--- src/source/cpu_pkg.sv ---
package cpu_pkg;

    localparam int addr_width = 16;
    localparam int data_width = 8;

    localparam logic [addr_width-1:0] reset_vector = 16'h0000;
    localparam logic [1:0]            reset_delay  = 2'd2;     // idle cycles before first fetch.

    typedef enum logic [7:0]
    {
        op_nop      = 8'h00,
        op_ld_a_imm = 8'hb0,
        op_ld_b_imm = 8'hb1,
        op_st_a_mem = 8'hb4,                                    // address low byte first.
        op_ld_a_mem = 8'hb5,
        op_ext      = 8'hce,
        op_jc       = 8'he4,
        op_jz       = 8'he6,
        op_jp       = 8'hf2
    } op_e;

    // extension byte after op_ext.
    typedef enum logic [7:0]
    {
        alu_add = 8'h00,
        alu_sub = 8'h08,
        alu_and = 8'h20,
        alu_or  = 8'h28,
        alu_xor = 8'h30
    } alu_op_e;

    typedef enum logic [2:0]
    {
        cls_none,
        cls_load_imm,
        cls_alu,
        cls_load_mem,
        cls_store_mem,
        cls_jump
    } op_class_e;

    typedef enum logic [1:0] {cond_none, cond_zero, cond_carry} cond_e;

    typedef enum logic [1:0] {src_imm, src_alu, src_mem} a_src_e;

    typedef enum logic [2:0]
    {
        st_idle,
        st_opcode,
        st_opext,
        st_imm_low,
        st_imm_high,
        st_execute,
        st_mem
    } seq_state_e;

endpackage

--- src/source/cpu_alu.sv ---
module cpu_alu
(
    input  logic [cpu_pkg::data_width-1:0] alu_op,
    input  logic [cpu_pkg::data_width-1:0] a_value,
    input  logic [cpu_pkg::data_width-1:0] b_value,
    output logic [cpu_pkg::data_width-1:0] alu_result,
    output logic                           alu_zero,
    output logic                           alu_carry
);

    logic [cpu_pkg::data_width:0] wide;     // top bit is carry or borrow.

    always_comb
    begin
        case (cpu_pkg::alu_op_e'(alu_op))
            cpu_pkg::alu_add:
                wide = {1'b0, a_value} + {1'b0, b_value};
            cpu_pkg::alu_sub:
                wide = {1'b0, a_value} - {1'b0, b_value};
            cpu_pkg::alu_and:
                wide = {1'b0, a_value & b_value};
            cpu_pkg::alu_or:
                wide = {1'b0, a_value | b_value};
            cpu_pkg::alu_xor:
                wide = {1'b0, a_value ^ b_value};
            default:
                wide = {1'b0, a_value};             // pass A through.
        endcase
    end

    assign alu_result = wide[cpu_pkg::data_width-1:0];
    assign alu_carry  = wide[cpu_pkg::data_width];
    assign alu_zero   = (alu_result == '0);

endmodule

--- src/source/cpu_bus_master.sv ---
module cpu_bus_master
(
    input  logic                           clk,
    input  logic                           reset,
    input  logic                           bus_req,
    input  logic                           bus_we,
    input  logic [cpu_pkg::addr_width-1:0] bus_addr,
    input  logic [cpu_pkg::data_width-1:0] bus_wdata,
    output logic                           bus_done,
    output logic [cpu_pkg::data_width-1:0] bus_rdata,
    output logic [cpu_pkg::addr_width-1:0] wb_adr,
    output logic [cpu_pkg::data_width-1:0] wb_dat_w,
    output logic                           wb_we,
    output logic                           wb_cyc,
    output logic                           wb_stb,
    input  logic [cpu_pkg::data_width-1:0] wb_dat_r,
    input  logic                           wb_ack
);

    logic ending;

    assign ending = wb_cyc && wb_ack;

    always_ff @(posedge clk)
    begin
        if (reset)
        begin
            wb_cyc   <= 1'b0;
            wb_stb   <= 1'b0;
            wb_we    <= 1'b0;
            bus_done <= 1'b0;
        end
        else
        begin
            bus_done <= ending;
            if (bus_req)
            begin
                wb_cyc <= 1'b1;
                wb_stb <= 1'b1;
                wb_we  <= bus_we;
            end
            else if (ending)
            begin
                wb_cyc <= 1'b0;                     // cyc and stb drop together.
                wb_stb <= 1'b0;
                wb_we  <= 1'b0;
            end
        end
    end

    always_ff @(posedge clk)
    begin
        if (bus_req)
        begin
            wb_adr   <= bus_addr;
            wb_dat_w <= bus_wdata;
        end
        if (ending && !wb_we)
            bus_rdata <= wb_dat_r;
    end

endmodule

--- src/source/cpu_decode.sv ---
module cpu_decode
(
    input  logic [7:0]         opcode,
    input  logic [7:0]         opext,
    output logic               need_opext,
    output logic [1:0]         imm_count,
    output cpu_pkg::op_class_e op_class,
    output cpu_pkg::cond_e     cond
);

    always_comb
    begin
        need_opext = 1'b0;
        imm_count  = 2'd0;
        op_class   = cpu_pkg::cls_none;
        cond       = cpu_pkg::cond_none;
        case (cpu_pkg::op_e'(opcode))
            cpu_pkg::op_ld_a_imm, cpu_pkg::op_ld_b_imm:
            begin
                imm_count = 2'd1;
                op_class  = cpu_pkg::cls_load_imm;
            end
            cpu_pkg::op_st_a_mem:
            begin
                imm_count = 2'd2;
                op_class  = cpu_pkg::cls_store_mem;
            end
            cpu_pkg::op_ld_a_mem:
            begin
                imm_count = 2'd2;
                op_class  = cpu_pkg::cls_load_mem;
            end
            cpu_pkg::op_ext:
            begin
                need_opext = 1'b1;
                case (cpu_pkg::alu_op_e'(opext))
                    cpu_pkg::alu_add, cpu_pkg::alu_sub, cpu_pkg::alu_and,
                    cpu_pkg::alu_or, cpu_pkg::alu_xor:
                        op_class = cpu_pkg::cls_alu;
                    default:
                        op_class = cpu_pkg::cls_none;           // unknown ext is a no-op.
                endcase
            end
            cpu_pkg::op_jp, cpu_pkg::op_jz, cpu_pkg::op_jc:
            begin
                imm_count = 2'd2;
                op_class  = cpu_pkg::cls_jump;
                if (opcode == cpu_pkg::op_jz)
                    cond = cpu_pkg::cond_zero;
                else if (opcode == cpu_pkg::op_jc)
                    cond = cpu_pkg::cond_carry;
            end
            default:
                op_class = cpu_pkg::cls_none;               // nop or one-byte no-op.
        endcase
    end

endmodule

--- src/source/cpu_regfile.sv ---
module cpu_regfile
(
    input  logic                           clk,
    input  logic                           reset,
    input  logic                           a_we,
    input  logic                           b_we,
    input  logic                           flags_we,
    input  logic [1:0]                     a_src,
    input  logic [cpu_pkg::data_width-1:0] imm_low,
    input  logic [cpu_pkg::data_width-1:0] alu_result,
    input  logic [cpu_pkg::data_width-1:0] bus_rdata,
    input  logic                           alu_zero,
    input  logic                           alu_carry,
    output logic [cpu_pkg::data_width-1:0] a_value,
    output logic [cpu_pkg::data_width-1:0] b_value,
    output logic                           zero,
    output logic                           carry
);

    always_ff @(posedge clk)
    begin
        if (reset)
        begin
            a_value <= '0;
            b_value <= '0;
            zero    <= 1'b0;
            carry   <= 1'b0;
        end
        else
        begin
            if (a_we)
            begin
                case (cpu_pkg::a_src_e'(a_src))
                    cpu_pkg::src_imm: a_value <= imm_low;
                    cpu_pkg::src_alu: a_value <= alu_result;
                    cpu_pkg::src_mem: a_value <= bus_rdata;
                    default:          a_value <= a_value;
                endcase
            end
            if (b_we)
                b_value <= imm_low;                 // B only takes immediates.
            if (flags_we)
            begin
                zero  <= alu_zero;
                carry <= alu_carry;
            end
        end
    end

endmodule

--- src/source/cpu_sequencer.sv ---
module cpu_sequencer
(
    input  logic                           clk,
    input  logic                           reset,
    input  logic                           bus_done,
    input  logic [cpu_pkg::data_width-1:0] bus_rdata,
    input  logic                           need_opext,
    input  logic [1:0]                     imm_count,
    input  cpu_pkg::op_class_e             op_class,
    input  cpu_pkg::cond_e                 cond,
    input  logic                           zero,
    input  logic                           carry,
    input  logic [cpu_pkg::data_width-1:0] a_value,
    input  logic [cpu_pkg::data_width-1:0] alu_result,
    input  logic                           alu_zero,
    input  logic                           alu_carry,
    output logic                           bus_req,
    output logic                           bus_we,
    output logic [cpu_pkg::addr_width-1:0] bus_addr,
    output logic [cpu_pkg::data_width-1:0] bus_wdata,
    output logic [7:0]                     opcode,
    output logic [7:0]                     opext,
    output logic [7:0]                     alu_op,
    output logic                           a_we,
    output logic                           b_we,
    output logic                           flags_we,
    output logic [1:0]                     a_src,
    output logic [7:0]                     imm_low
);

    cpu_pkg::seq_state_e state;
    cpu_pkg::seq_state_e state_n;

    logic [1:0]                     delay_cnt;
    logic [cpu_pkg::addr_width-1:0] pc;
    logic [cpu_pkg::addr_width-1:0] pc_n;
    logic [cpu_pkg::addr_width-1:0] issue_addr;
    logic [7:0]                     opcode_q;
    logic [7:0]                     imm_high;
    logic                           issue;
    logic                           issue_we;
    logic                           mem_access;
    logic                           cond_met;

    // decode the opcode byte in the cycle it arrives.
    assign opcode     = (state == cpu_pkg::st_opcode && bus_done) ? bus_rdata : opcode_q;
    assign alu_op     = opext;
    assign mem_access = (op_class == cpu_pkg::cls_load_mem) ||
                        (op_class == cpu_pkg::cls_store_mem);
    assign cond_met   = (cond == cpu_pkg::cond_none) ||
                        (cond == cpu_pkg::cond_zero && zero) ||
                        (cond == cpu_pkg::cond_carry && carry);

    // #########################################################################
    // next state and bus request
    // #########################################################################

    always_comb
    begin
        state_n  = state;
        pc_n     = pc;
        issue_we = 1'b0;
        case (state)
            cpu_pkg::st_idle:
                if (delay_cnt == cpu_pkg::reset_delay)
                    state_n = cpu_pkg::st_opcode;
            cpu_pkg::st_opcode:
                if (bus_done)
                begin
                    pc_n = pc + 1'b1;
                    if (need_opext)
                        state_n = cpu_pkg::st_opext;
                    else if (imm_count != 2'd0)
                        state_n = cpu_pkg::st_imm_low;
                    else
                        state_n = cpu_pkg::st_execute;
                end
            cpu_pkg::st_opext:
                if (bus_done)
                begin
                    pc_n    = pc + 1'b1;
                    state_n = (imm_count != 2'd0) ? cpu_pkg::st_imm_low : cpu_pkg::st_execute;
                end
            cpu_pkg::st_imm_low:
                if (bus_done)
                begin
                    pc_n    = pc + 1'b1;
                    state_n = (imm_count == 2'd2) ? cpu_pkg::st_imm_high : cpu_pkg::st_execute;
                end
            cpu_pkg::st_imm_high:
                if (bus_done)
                begin
                    pc_n    = pc + 1'b1;
                    state_n = cpu_pkg::st_execute;
                end
            cpu_pkg::st_execute:
            begin
                if (op_class == cpu_pkg::cls_jump && cond_met)
                    pc_n = {imm_high, imm_low};
                state_n  = mem_access ? cpu_pkg::st_mem : cpu_pkg::st_opcode;
                issue_we = (op_class == cpu_pkg::cls_store_mem);
            end
            cpu_pkg::st_mem:
                if (bus_done)
                    state_n = cpu_pkg::st_opcode;
            default:
                state_n = cpu_pkg::st_idle;
        endcase
    end

    // entering any bus state starts exactly one access.
    assign issue      = (state_n != state) && (state_n != cpu_pkg::st_execute);
    assign issue_addr = (state == cpu_pkg::st_execute && mem_access) ? {imm_high, imm_low} : pc_n;

    // #########################################################################
    // register file controls
    // #########################################################################

    always_comb
    begin
        a_we     = 1'b0;
        b_we     = 1'b0;
        flags_we = 1'b0;
        a_src    = cpu_pkg::src_imm;
        if (state == cpu_pkg::st_execute)
        begin
            case (op_class)
                cpu_pkg::cls_load_imm:
                begin
                    a_we = (opcode_q == cpu_pkg::op_ld_a_imm);
                    b_we = (opcode_q == cpu_pkg::op_ld_b_imm);
                end
                cpu_pkg::cls_alu:
                begin
                    a_src    = cpu_pkg::src_alu;
                    a_we     = (alu_result != a_value);      // skip writes that change nothing.
                    flags_we = (alu_zero != zero) || (alu_carry != carry);
                end
                default:
                    a_we = 1'b0;
            endcase
        end
        else if (state == cpu_pkg::st_mem && bus_done && !bus_we)
        begin
            a_src = cpu_pkg::src_mem;
            a_we  = 1'b1;
        end
    end

    always_ff @(posedge clk)
    begin
        if (reset)
        begin
            state     <= cpu_pkg::st_idle;
            delay_cnt <= 2'd0;
            pc        <= cpu_pkg::reset_vector;
            bus_req   <= 1'b0;
            bus_we    <= 1'b0;
        end
        else
        begin
            state   <= state_n;
            pc      <= pc_n;
            bus_req <= issue;
            if (issue)
                bus_we <= issue_we;
            if (state == cpu_pkg::st_idle && delay_cnt != cpu_pkg::reset_delay)
                delay_cnt <= delay_cnt + 1'b1;
        end
    end

    always_ff @(posedge clk)
    begin
        if (issue)
        begin
            bus_addr  <= issue_addr;
            bus_wdata <= a_value;                           // only used by stores.
        end
        if (bus_done)
        begin
            case (state)
                cpu_pkg::st_opcode:   opcode_q <= bus_rdata;
                cpu_pkg::st_opext:    opext    <= bus_rdata;
                cpu_pkg::st_imm_low:  imm_low  <= bus_rdata;
                cpu_pkg::st_imm_high: imm_high <= bus_rdata;
                default:              imm_high <= imm_high;
            endcase
        end
    end

endmodule

--- src/source/cpu_top.sv ---
module cpu_top
(
    input  logic        clk,
    input  logic        reset,
    output logic [15:0] wb_adr,
    output logic [7:0]  wb_dat_w,
    input  logic [7:0]  wb_dat_r,
    output logic        wb_we,
    output logic        wb_cyc,
    output logic        wb_stb,
    input  logic        wb_ack
);

    logic                           bus_req;
    logic                           bus_we;
    logic [cpu_pkg::addr_width-1:0] bus_addr;
    logic [cpu_pkg::data_width-1:0] bus_wdata;
    logic                           bus_done;
    logic [cpu_pkg::data_width-1:0] bus_rdata;
    logic [7:0]                     opcode;
    logic [7:0]                     opext;
    logic [7:0]                     alu_op;
    logic [7:0]                     imm_low;
    logic                           need_opext;
    logic [1:0]                     imm_count;
    cpu_pkg::op_class_e             op_class;
    cpu_pkg::cond_e                 cond;
    logic                           a_we;
    logic                           b_we;
    logic                           flags_we;
    logic [1:0]                     a_src;
    logic [cpu_pkg::data_width-1:0] a_value;
    logic [cpu_pkg::data_width-1:0] b_value;
    logic [cpu_pkg::data_width-1:0] alu_result;
    logic                           zero;
    logic                           carry;
    logic                           alu_zero;
    logic                           alu_carry;

    // all nets share the port names of the blocks.
    cpu_sequencer  u_sequencer  (.*);
    cpu_decode     u_decode     (.*);
    cpu_alu        u_alu        (.*);
    cpu_regfile    u_regfile    (.*);
    cpu_bus_master u_bus_master (.*);

endmodule
--- config.mk ---
export PLATFORM = sky130hd
export DESIGN_NAME = cpu_top
export DESIGN_NICKNAME = d
export VERILOG_FILES = /design/src/source/cpu_pkg.sv /design/src/source/cpu_alu.sv /design/src/source/cpu_bus_master.sv /design/src/source/cpu_decode.sv /design/src/source/cpu_regfile.sv /design/src/source/cpu_sequencer.sv /design/src/source/cpu_top.sv
export SDC_FILE = /design/constraint.sdc
export NUM_CORES = 1
export LEC_CHECK = 0
export BUFFER_PORTS_ARGS = -buffer_cell sky130_fd_sc_hd__buf_4
export CAP_MARGIN = 20
export CELL_PAD_IN_SITES_DETAIL_PLACEMENT = 1
export CELL_PAD_IN_SITES_GLOBAL_PLACEMENT = 1
export CORE_MARGIN = 5
export CORE_UTILIZATION = 45
export DETAILED_ROUTE_END_ITERATION = 8
export PLACE_DENSITY = 0.82
export SETUP_SLACK_MARGIN = 0.5
export SKIP_LAST_GASP = 1
export SLEW_MARGIN = 20
export SYNTH_ARGS = -nofsm -noshare
export SYNTH_HDL_FRONTEND = slang
export SYNTH_HIERARCHICAL = 1
export SYNTH_SLANG_ARGS = --single-unit
--- constraint.sdc ---
create_clock -name clk -period 13.05 [get_ports clk]
set_input_delay 1.305 -clock clk [delete_from_list [all_inputs] [get_ports clk]]
set_output_delay 1.305 -clock clk [all_outputs]
set_load 0.005 [all_outputs]
**After elaboration in Yosys (flattened, before gate mapping)**

Index checks and enable logic that the tools add are counted.

- Bits in registers: 132
- Output and inout port bits: 27
- Bits of input ports: 11

- Reduce and logical (&&, ||, !) cells: 35
- Equality and inequality tests: 37
- Add/subtract/negate cells: 4
- Muxes and demuxes: 39
- Bitwise gates (word level): 3

Operators with widths:

| operator | count |
|---|---|
| $eq A8 B8 Y1 const B | 10 |
| $mux W16 | 3 |
| $pmux W9 S5 | 1 |
| $pmux W16 S2 | 1 |
| $mux W3 | 9 |
| $eq A8 B6 Y1 const B | 3 |
| $pmux W8 S3 | 1 |
| $pmux W3 S7 | 1 |
| $add A16 B1 Y16 const B | 1 |
| $logic_not A8 Y1 | 2 |
| $eq A3 B3 Y1 const B | 5 |
| $pmux W3 S5 | 1 |
| $mux W1 | 13 |
| $eq A3 B2 Y1 const B | 4 |
| $mux W2 | 6 |
| $logic_and A1 B1 Y1 | 11 |
| $reduce_and A2 Y1 | 5 |
| $reduce_or A5 Y1 | 2 |
| $add A8 B8 Y9 | 1 |
| $sub A8 B8 Y9 | 1 |
| $and A8 B8 Y8 | 1 |
| $eq A2 B2 Y1 const B | 4 |
| $eq A8 B4 Y1 const B | 1 |
| $mux W8 | 1 |
| other kinds (21) | 30 |

**Depth between registers and ports, before layout**

- Word-level depth: 15
- Depth in mapped cells: 19

**Cells and area by module**

Netlist, hierarchy kept.

Modules (own cells, without submodules):

| module | instances | area each (um2) | cells an instance | seq. area each (um2) |
|---|---|---|---|---|
| cpu_sequencer | 1 | 3,895.0 | 359 | 2,142.1 |
| cpu_alu | 1 | 1,207.4 | 162 | 0.0 |
| cpu_bus_master | 1 | 1,074.8 | 45 | 1,021.0 |
| cpu_regfile | 1 | 869.6 | 93 | 360.3 |
| cpu_decode | 1 | 209.0 | 31 | 0.0 |

**Worst setup path before layout**

OpenSTA, ideal clock, no wires.

- Path type: register to register
- From: reg u_sequencer.state[2]
- To: reg u_sequencer/bus_addr[0] (netlist bit), enable pin
- Setup time: 0.410 ns
- Period minus slack after synthesis: 4.597 ns
- Slack: 8.453 ns
- Arrival: 4.186 ns
- Cell stages (with the launch flop): 12
- Cells stage by stage: dfxtp_1 -> buf_2 -> nand2b_1 -> nor2_2 -> mux2_2 -> nor3b_1 -> o21ai_0 -> a211oi_1 -> and3b_1 -> o21ai_1 -> nand3_1 -> o21ai_1

- Elaborated cells between the ends (all ways): 42

RTL lines:

| what | line | text |
|---|---|---|
| start: declaration | cpu_sequencer.sv:31 | `cpu_pkg::seq_state_e state;` |
| start signal: assignment | cpu_sequencer.sv:154 | `state <= cpu_pkg::st_idle;` |
| start signal: assignment | cpu_sequencer.sv:162 | `state <= state_n;` |
| $eq A3 B1 Y1 (*) | cpu_sequencer.sv:46 | `assign opcode = (state == cpu_pkg::st_opcode && bus_done) ? bus_rdata : opcode_q;` |
| $logic_and A1 B1 Y1 (*) | cpu_sequencer.sv:46 |  |
| $mux W8 (*) | cpu_sequencer.sv:46 |  |
| named net opcode[1] | cpu_top.sv:20 | `logic [7:0] opcode;` |
| $eq A8 B8 Y1 | cpu_decode.sv:17 | `case (cpu_pkg::op_e'(opcode))` |
| $reduce_or A3 Y1 or $reduce_or A2 Y1 (tied branches) | cpu_decode.sv:17 |  |
| $pmux W3 S5 (*) | cpu_decode.sv:17 |  |
| named net op_class[2] | cpu_top.sv:26 | `cpu_pkg::op_class_e op_class;` |
| $eq A3 B2 Y1 or $eq A3 B3 Y1 (tied branches) | cpu_sequencer.sv:48, cpu_sequencer.sv:49 |  |
| $logic_or A1 B1 Y1 (*) | cpu_sequencer.sv:48 | `assign mem_access = (op_class == cpu_pkg::cls_load_mem) \|\|` |
| $mux W3 (*) | cpu_sequencer.sv:100 | `state_n = mem_access ? cpu_pkg::st_mem : cpu_pkg::st_opcode;` |
| $pmux W3 S7 (*) | cpu_sequencer.sv:63 | `case (state)` |
| $ne A3 B3 Y1 | cpu_sequencer.sv:112 | `assign issue = (state_n != state) && (state_n != cpu_pkg::st_execute);` |
| $logic_and A1 B1 Y1 (*) | cpu_sequencer.sv:112 |  |
| named net u_sequencer.issue | cpu_sequencer.sv:40 | `logic issue;` |
| end signal: assignment | cpu_sequencer.sv:176 | `bus_addr <= issue_addr;` |
| end: declaration | cpu_sequencer.sv:19 | `output logic [cpu_pkg::addr_width-1:0] bus_addr,` |

Mark *: on every way through the listed nets, which the timed path passes. The rest lies on a longest branch.
A chain may end at the register's enable or synchronous reset.

**Worst setup path in the final report**

- From: reg u_sequencer.state[0]
- To: reg u_sequencer/bus_addr[7] (netlist bit), data pin

- Elaborated cells between the ends (all ways): 38

RTL lines:

| what | line | text |
|---|---|---|
| $eq A3 B1 Y1 (*) | cpu_sequencer.sv:46 |  |
| $logic_and A1 B1 Y1 (*) | cpu_sequencer.sv:46 |  |
| $mux W8 (*) | cpu_sequencer.sv:46 |  |
| named net opcode[1] | cpu_top.sv:20 |  |
| $eq A8 B8 Y1 | cpu_decode.sv:17 |  |
| $reduce_or A3 Y1 or $reduce_or A2 Y1 (tied branches) | cpu_decode.sv:17 |  |
| $pmux W3 S5 (*) | cpu_decode.sv:17 |  |
| named net op_class[2] | cpu_top.sv:26 |  |
| $eq A3 B3 Y1 | cpu_sequencer.sv:98 | `if (op_class == cpu_pkg::cls_jump && cond_met)` |
| $logic_and A1 B1 Y1 | cpu_sequencer.sv:98 |  |
| $mux W16 | cpu_sequencer.sv:98 |  |
| $pmux W16 S2 | cpu_sequencer.sv:63 |  |
| $mux W16 (*) | cpu_sequencer.sv:113 | `assign issue_addr = (state == cpu_pkg::st_execute && mem_access) ? {imm_high, imm_low} : pc_n;` |
| named net u_sequencer.issue_addr, one bit | cpu_sequencer.sv:37 | `logic [cpu_pkg::addr_width-1:0] issue_addr;` |

Marks and branches as above.

==> results.sh <==
export IMPL_clock_latency_ps=420
export IMPL_leakagePower_uw=0.002941
export IMPL_area_delta_synth_final_pct=12.80
export IMPL_clockBufferDepth=2
export IMPL_rows=46
export IMPL_fin_crit_sh_pct=40.13
export IMPL_nets=756
export IMPL_yosysWarnings=6
export IMPL_peakVddDrop_uv=110.5
export IMPL_final_cell_mix="88 x edfxtp_1, 52 x nor2_1, 52 x nand2_1"
export IMPL_reg2reg_to="u_sequencer/bus_addr[7]$_DFFE_PP_"
export IMPL_rsz0062_at_grt="no"
export IMPL_ioPinCount=38
export IMPL_hold_violations=0
export IMPL_yosys_top_cells_area="edfxtp_1 36%, dfxtp_1 12%, ha_1 5.2%, a21oi_1 3.0%, nand2_1 2.7%"
export IMPL_layout_drive_gt1_share_pct=15.96
export IMPL_cp_startpoint="u_sequencer/state[0]$_SDFF_PP0_"
export IMPL_finalCriticalPeriod_ps=5237
export IMPL_fin_area_um2=8184
export IMPL_cts_resized=0
export IMPL_rr_worst_depth=11
export IMPL_async_reset_ff_share_pct=0
export IMPL_synthCells=690
export IMPL_ant_nets=0
export IMPL_grt_max_degree=47
export IMPL_placed_area_um2=7612
export IMPL_core_um2=15830
export IMPL_synth_area_um2=7256
export IMPL_ys_ff_latch=132
export IMPL_final_common_cell="edfxtp_1"
export IMPL_first_pass_iters=5
export IMPL_numCtsBuffers=17
export IMPL_crit_top_cell="o21ai_0"
export IMPL_worst_pin_slew_ps=1148
export IMPL_status="completed"
export IMPL_crit_fanout=17
export IMPL_worstSetupStartpointType="flop"
export IMPL_setup_tns_ps=0
export IMPL_synth_ff_type="edfxtp_1"
export IMPL_fp_dieW_um=137.0
export IMPL_port_buffers=37
export IMPL_critPathTopFamily="compound AO/OA/AOI/OAI gates"
export IMPL_slowest_stage="a211oi_2"
export IMPL_path_clk_slew_ps=50
export IMPL_start_util_pct=45.84
export IMPL_numClockSinks=132
export IMPL_cts_max_level=4
export IMPL_synth_edf_count=88
export IMPL_synthDistinctLibCells=85
export IMPL_drv_slew=0
export IMPL_critical_path_max_stage_delay_ps=940
export IMPL_relSlewSlack_pct=23.31
export IMPL_synth_seq_area_share_pct=48.56
export IMPL_dp_hpwl_um=14140
export IMPL_final_cell_count_no_fill=943
export IMPL_die_area_um2=18760
export IMPL_grt_pass1_wl_um=30790
export IMPL_ctsRootBufferMaster="clkbuf_16"
export IMPL_dp_cells=911
export IMPL_gr_total_overflow=0
export IMPL_grt_pass1_vias=5751
export IMPL_yosys_area_top_type="edfxtp_1"
export IMPL_r2r_slack_ps=7810
export IMPL_syn_area_per_cell_um2=10.52
export IMPL_grt_antenna_before_repair=0
export IMPL_tritoncts="built"
export IMPL_timing_rr_start="u_sequencer/state[0]$_SDFF_PP0_"
export IMPL_maxCapViolCount=0
export IMPL_whs_ps=414.6
export IMPL_grt_util_all_layers_pct=21.40
export IMPL_crit_buf_inv=0
export IMPL_via_count=5594
export IMPL_antenna_cells=0
export IMPL_via_per_inst=5.932
export IMPL_yosysTopAreaCellShare_pct=36.42
export IMPL_routabilityCongestion=0.8940
export IMPL_cts_hold_buf=0
export IMPL_drtIter0Drc=351
export IMPL_syn_nets=732
export IMPL_die_h_um=137.0
export IMPL_path_depth=11
export IMPL_p_per_area_nw_per_um2=134.0
export IMPL_cts_setup_buffers=0
export IMPL_cp_cell_sequence="nand2b_1 > nor2_2 > mux2_2 > nor3b_1 > o21ai_0 > a211oi_1 > nand3b_1 > a211oi_2 > nor3_1 > a311oi_1 > o21ai_0"
export IMPL_fmax_mhz=190.9
export IMPL_worstPathArrival_ps=5360
export IMPL_postRouteWirelength_um=19640
export IMPL_path_class="reg -> reg"
export IMPL_wl_per_cell_um=20.83
export IMPL_cp_end_kind="flop"
export IMPL_finClkSkew_ps=10.22
export IMPL_min_path_type="reg -> reg"
export IMPL_route_detailed_drc=0
export IMPL_critPathRequiredTime_ps=13170
export IMPL_endpoint="u_sequencer/bus_addr[7]$_DFFE_PP_"
export IMPL_setup_violations=0
sequential cells by signal (all words and copies together), names as in the netlist, 3 cells and up:
name	count
u_regfile/b_value	8
u_regfile/a_value	8
u_sequencer/bus_wdata	8
u_sequencer/imm_high	8
u_sequencer/imm_low	8
u_bus_master/bus_rdata	8
u_sequencer/alu_op	8
u_bus_master/wb_dat_w	8
u_sequencer/state	3
u_sequencer/pc	16
u_sequencer/bus_addr	16
u_sequencer/opcode_q	8
u_bus_master/wb_adr	16
routing by layer:
| metal | GRT usage, % | share of wire, % | wire length [um] | vias to the layer above |
|---|---|---|---|---|
| met4 | 6.984 | 1.7 | 340 | 0 |
| met5 | 0 | 0 | 0 | - |
| met1 | 27.72 | 44 | 8570 | 2784 |
| met2 | 35.80 | 49 | 9689 | 173 |
| met3 | 4.449 | 5.3 | 1043 | 31 |
| li1 | - | - | - | 2606 |
layout make-up:
| cell class | count | area, um2 |
|---|---|---|
| Multi-Input combinational cell | 486 | 3385 |
| Clock inverter | 13 | 133.9 |
| Sequential cell | 132 | 3523 |
| Inverter | 37 | 138.9 |
| Clock buffer | 19 | 432.9 |
| Fill cell | 1726 | 7644 |
| Tap cell | 216 | 270.3 |
| Timing Repair Buffer | 40 | 300.3 |
where the power goes:
part / internal (uW) / switching [uW] / total, uW
clock network: 280 / 175 / 455
logic: 40.6 / 62.3 / 103
registers: 516 / 22.6 / 538
total: 836 / 260 / 1100
Yosys cell counts, drive strengths merged, types with 5 or more instances:
master   n
a211oi  13
a21oi   45
a221o    9
a31oi   10
buf     24
clkbuf  11
dfxtp   44
edfxtp  88
ha      30
inv     37
mux2    11
mux2i   17
nand2   54
nand2b  12
nand3   18
nand3b   6
nand4   16
nor2    53
nor2b   10
nor3    16
nor3b    9
nor4     9
o211ai   5
o21ai   35
o31ai    5
or2      5
or2b     6
or3      5
xnor2   11
xor2    13
worst min-delay path by stage:
stage | from | end | cells after the start
floorplan | u_sequencer/bus_addr[0]$_DFFE_PP_ | u_bus_master/wb_adr[0]$_DFFE_PP_ | 0
global placement | u_sequencer/bus_addr[0]$_DFFE_PP_ | u_bus_master/wb_adr[0]$_DFFE_PP_ | 0
detailed placement | u_sequencer/bus_addr[11]$_DFFE_PP_ | u_bus_master/wb_adr[11]$_DFFE_PP_ | 0
CTS | u_sequencer/bus_addr[7]$_DFFE_PP_ | u_bus_master/wb_adr[7]$_DFFE_PP_ | 0
global route | u_sequencer/bus_addr[12]$_DFFE_PP_ | u_bus_master/wb_adr[12]$_DFFE_PP_ | 0
finish | u_sequencer/bus_addr[2]$_DFFE_PP_ | u_bus_master/wb_adr[2]$_DFFE_PP_ | 0
cell families after synthesis:
logic type / after synthesis / synth area share (%)
mux: 28 / 4.052
buf+inv: 72 / 4.915
flops: 132 / 48.56
compound gates: 161 / 15.47
fa+ha+maj: 31 / 5.449
xor+xnor: 24 / 2.897
simple gates: 242 / 18.66
metrics by stage:
step	total power [uW]	utilization (%)	worst slack, ps
floorplan	597.5	-	8453
global placement	643.1	48.09	8226
detailed placement	652.3	48.09	7908
CTS	1107	51.68	7899
global route	1139	51.71	7457
finish	1096	51.71	7813
No activity file was read; power rests on OpenSTA's default activity.
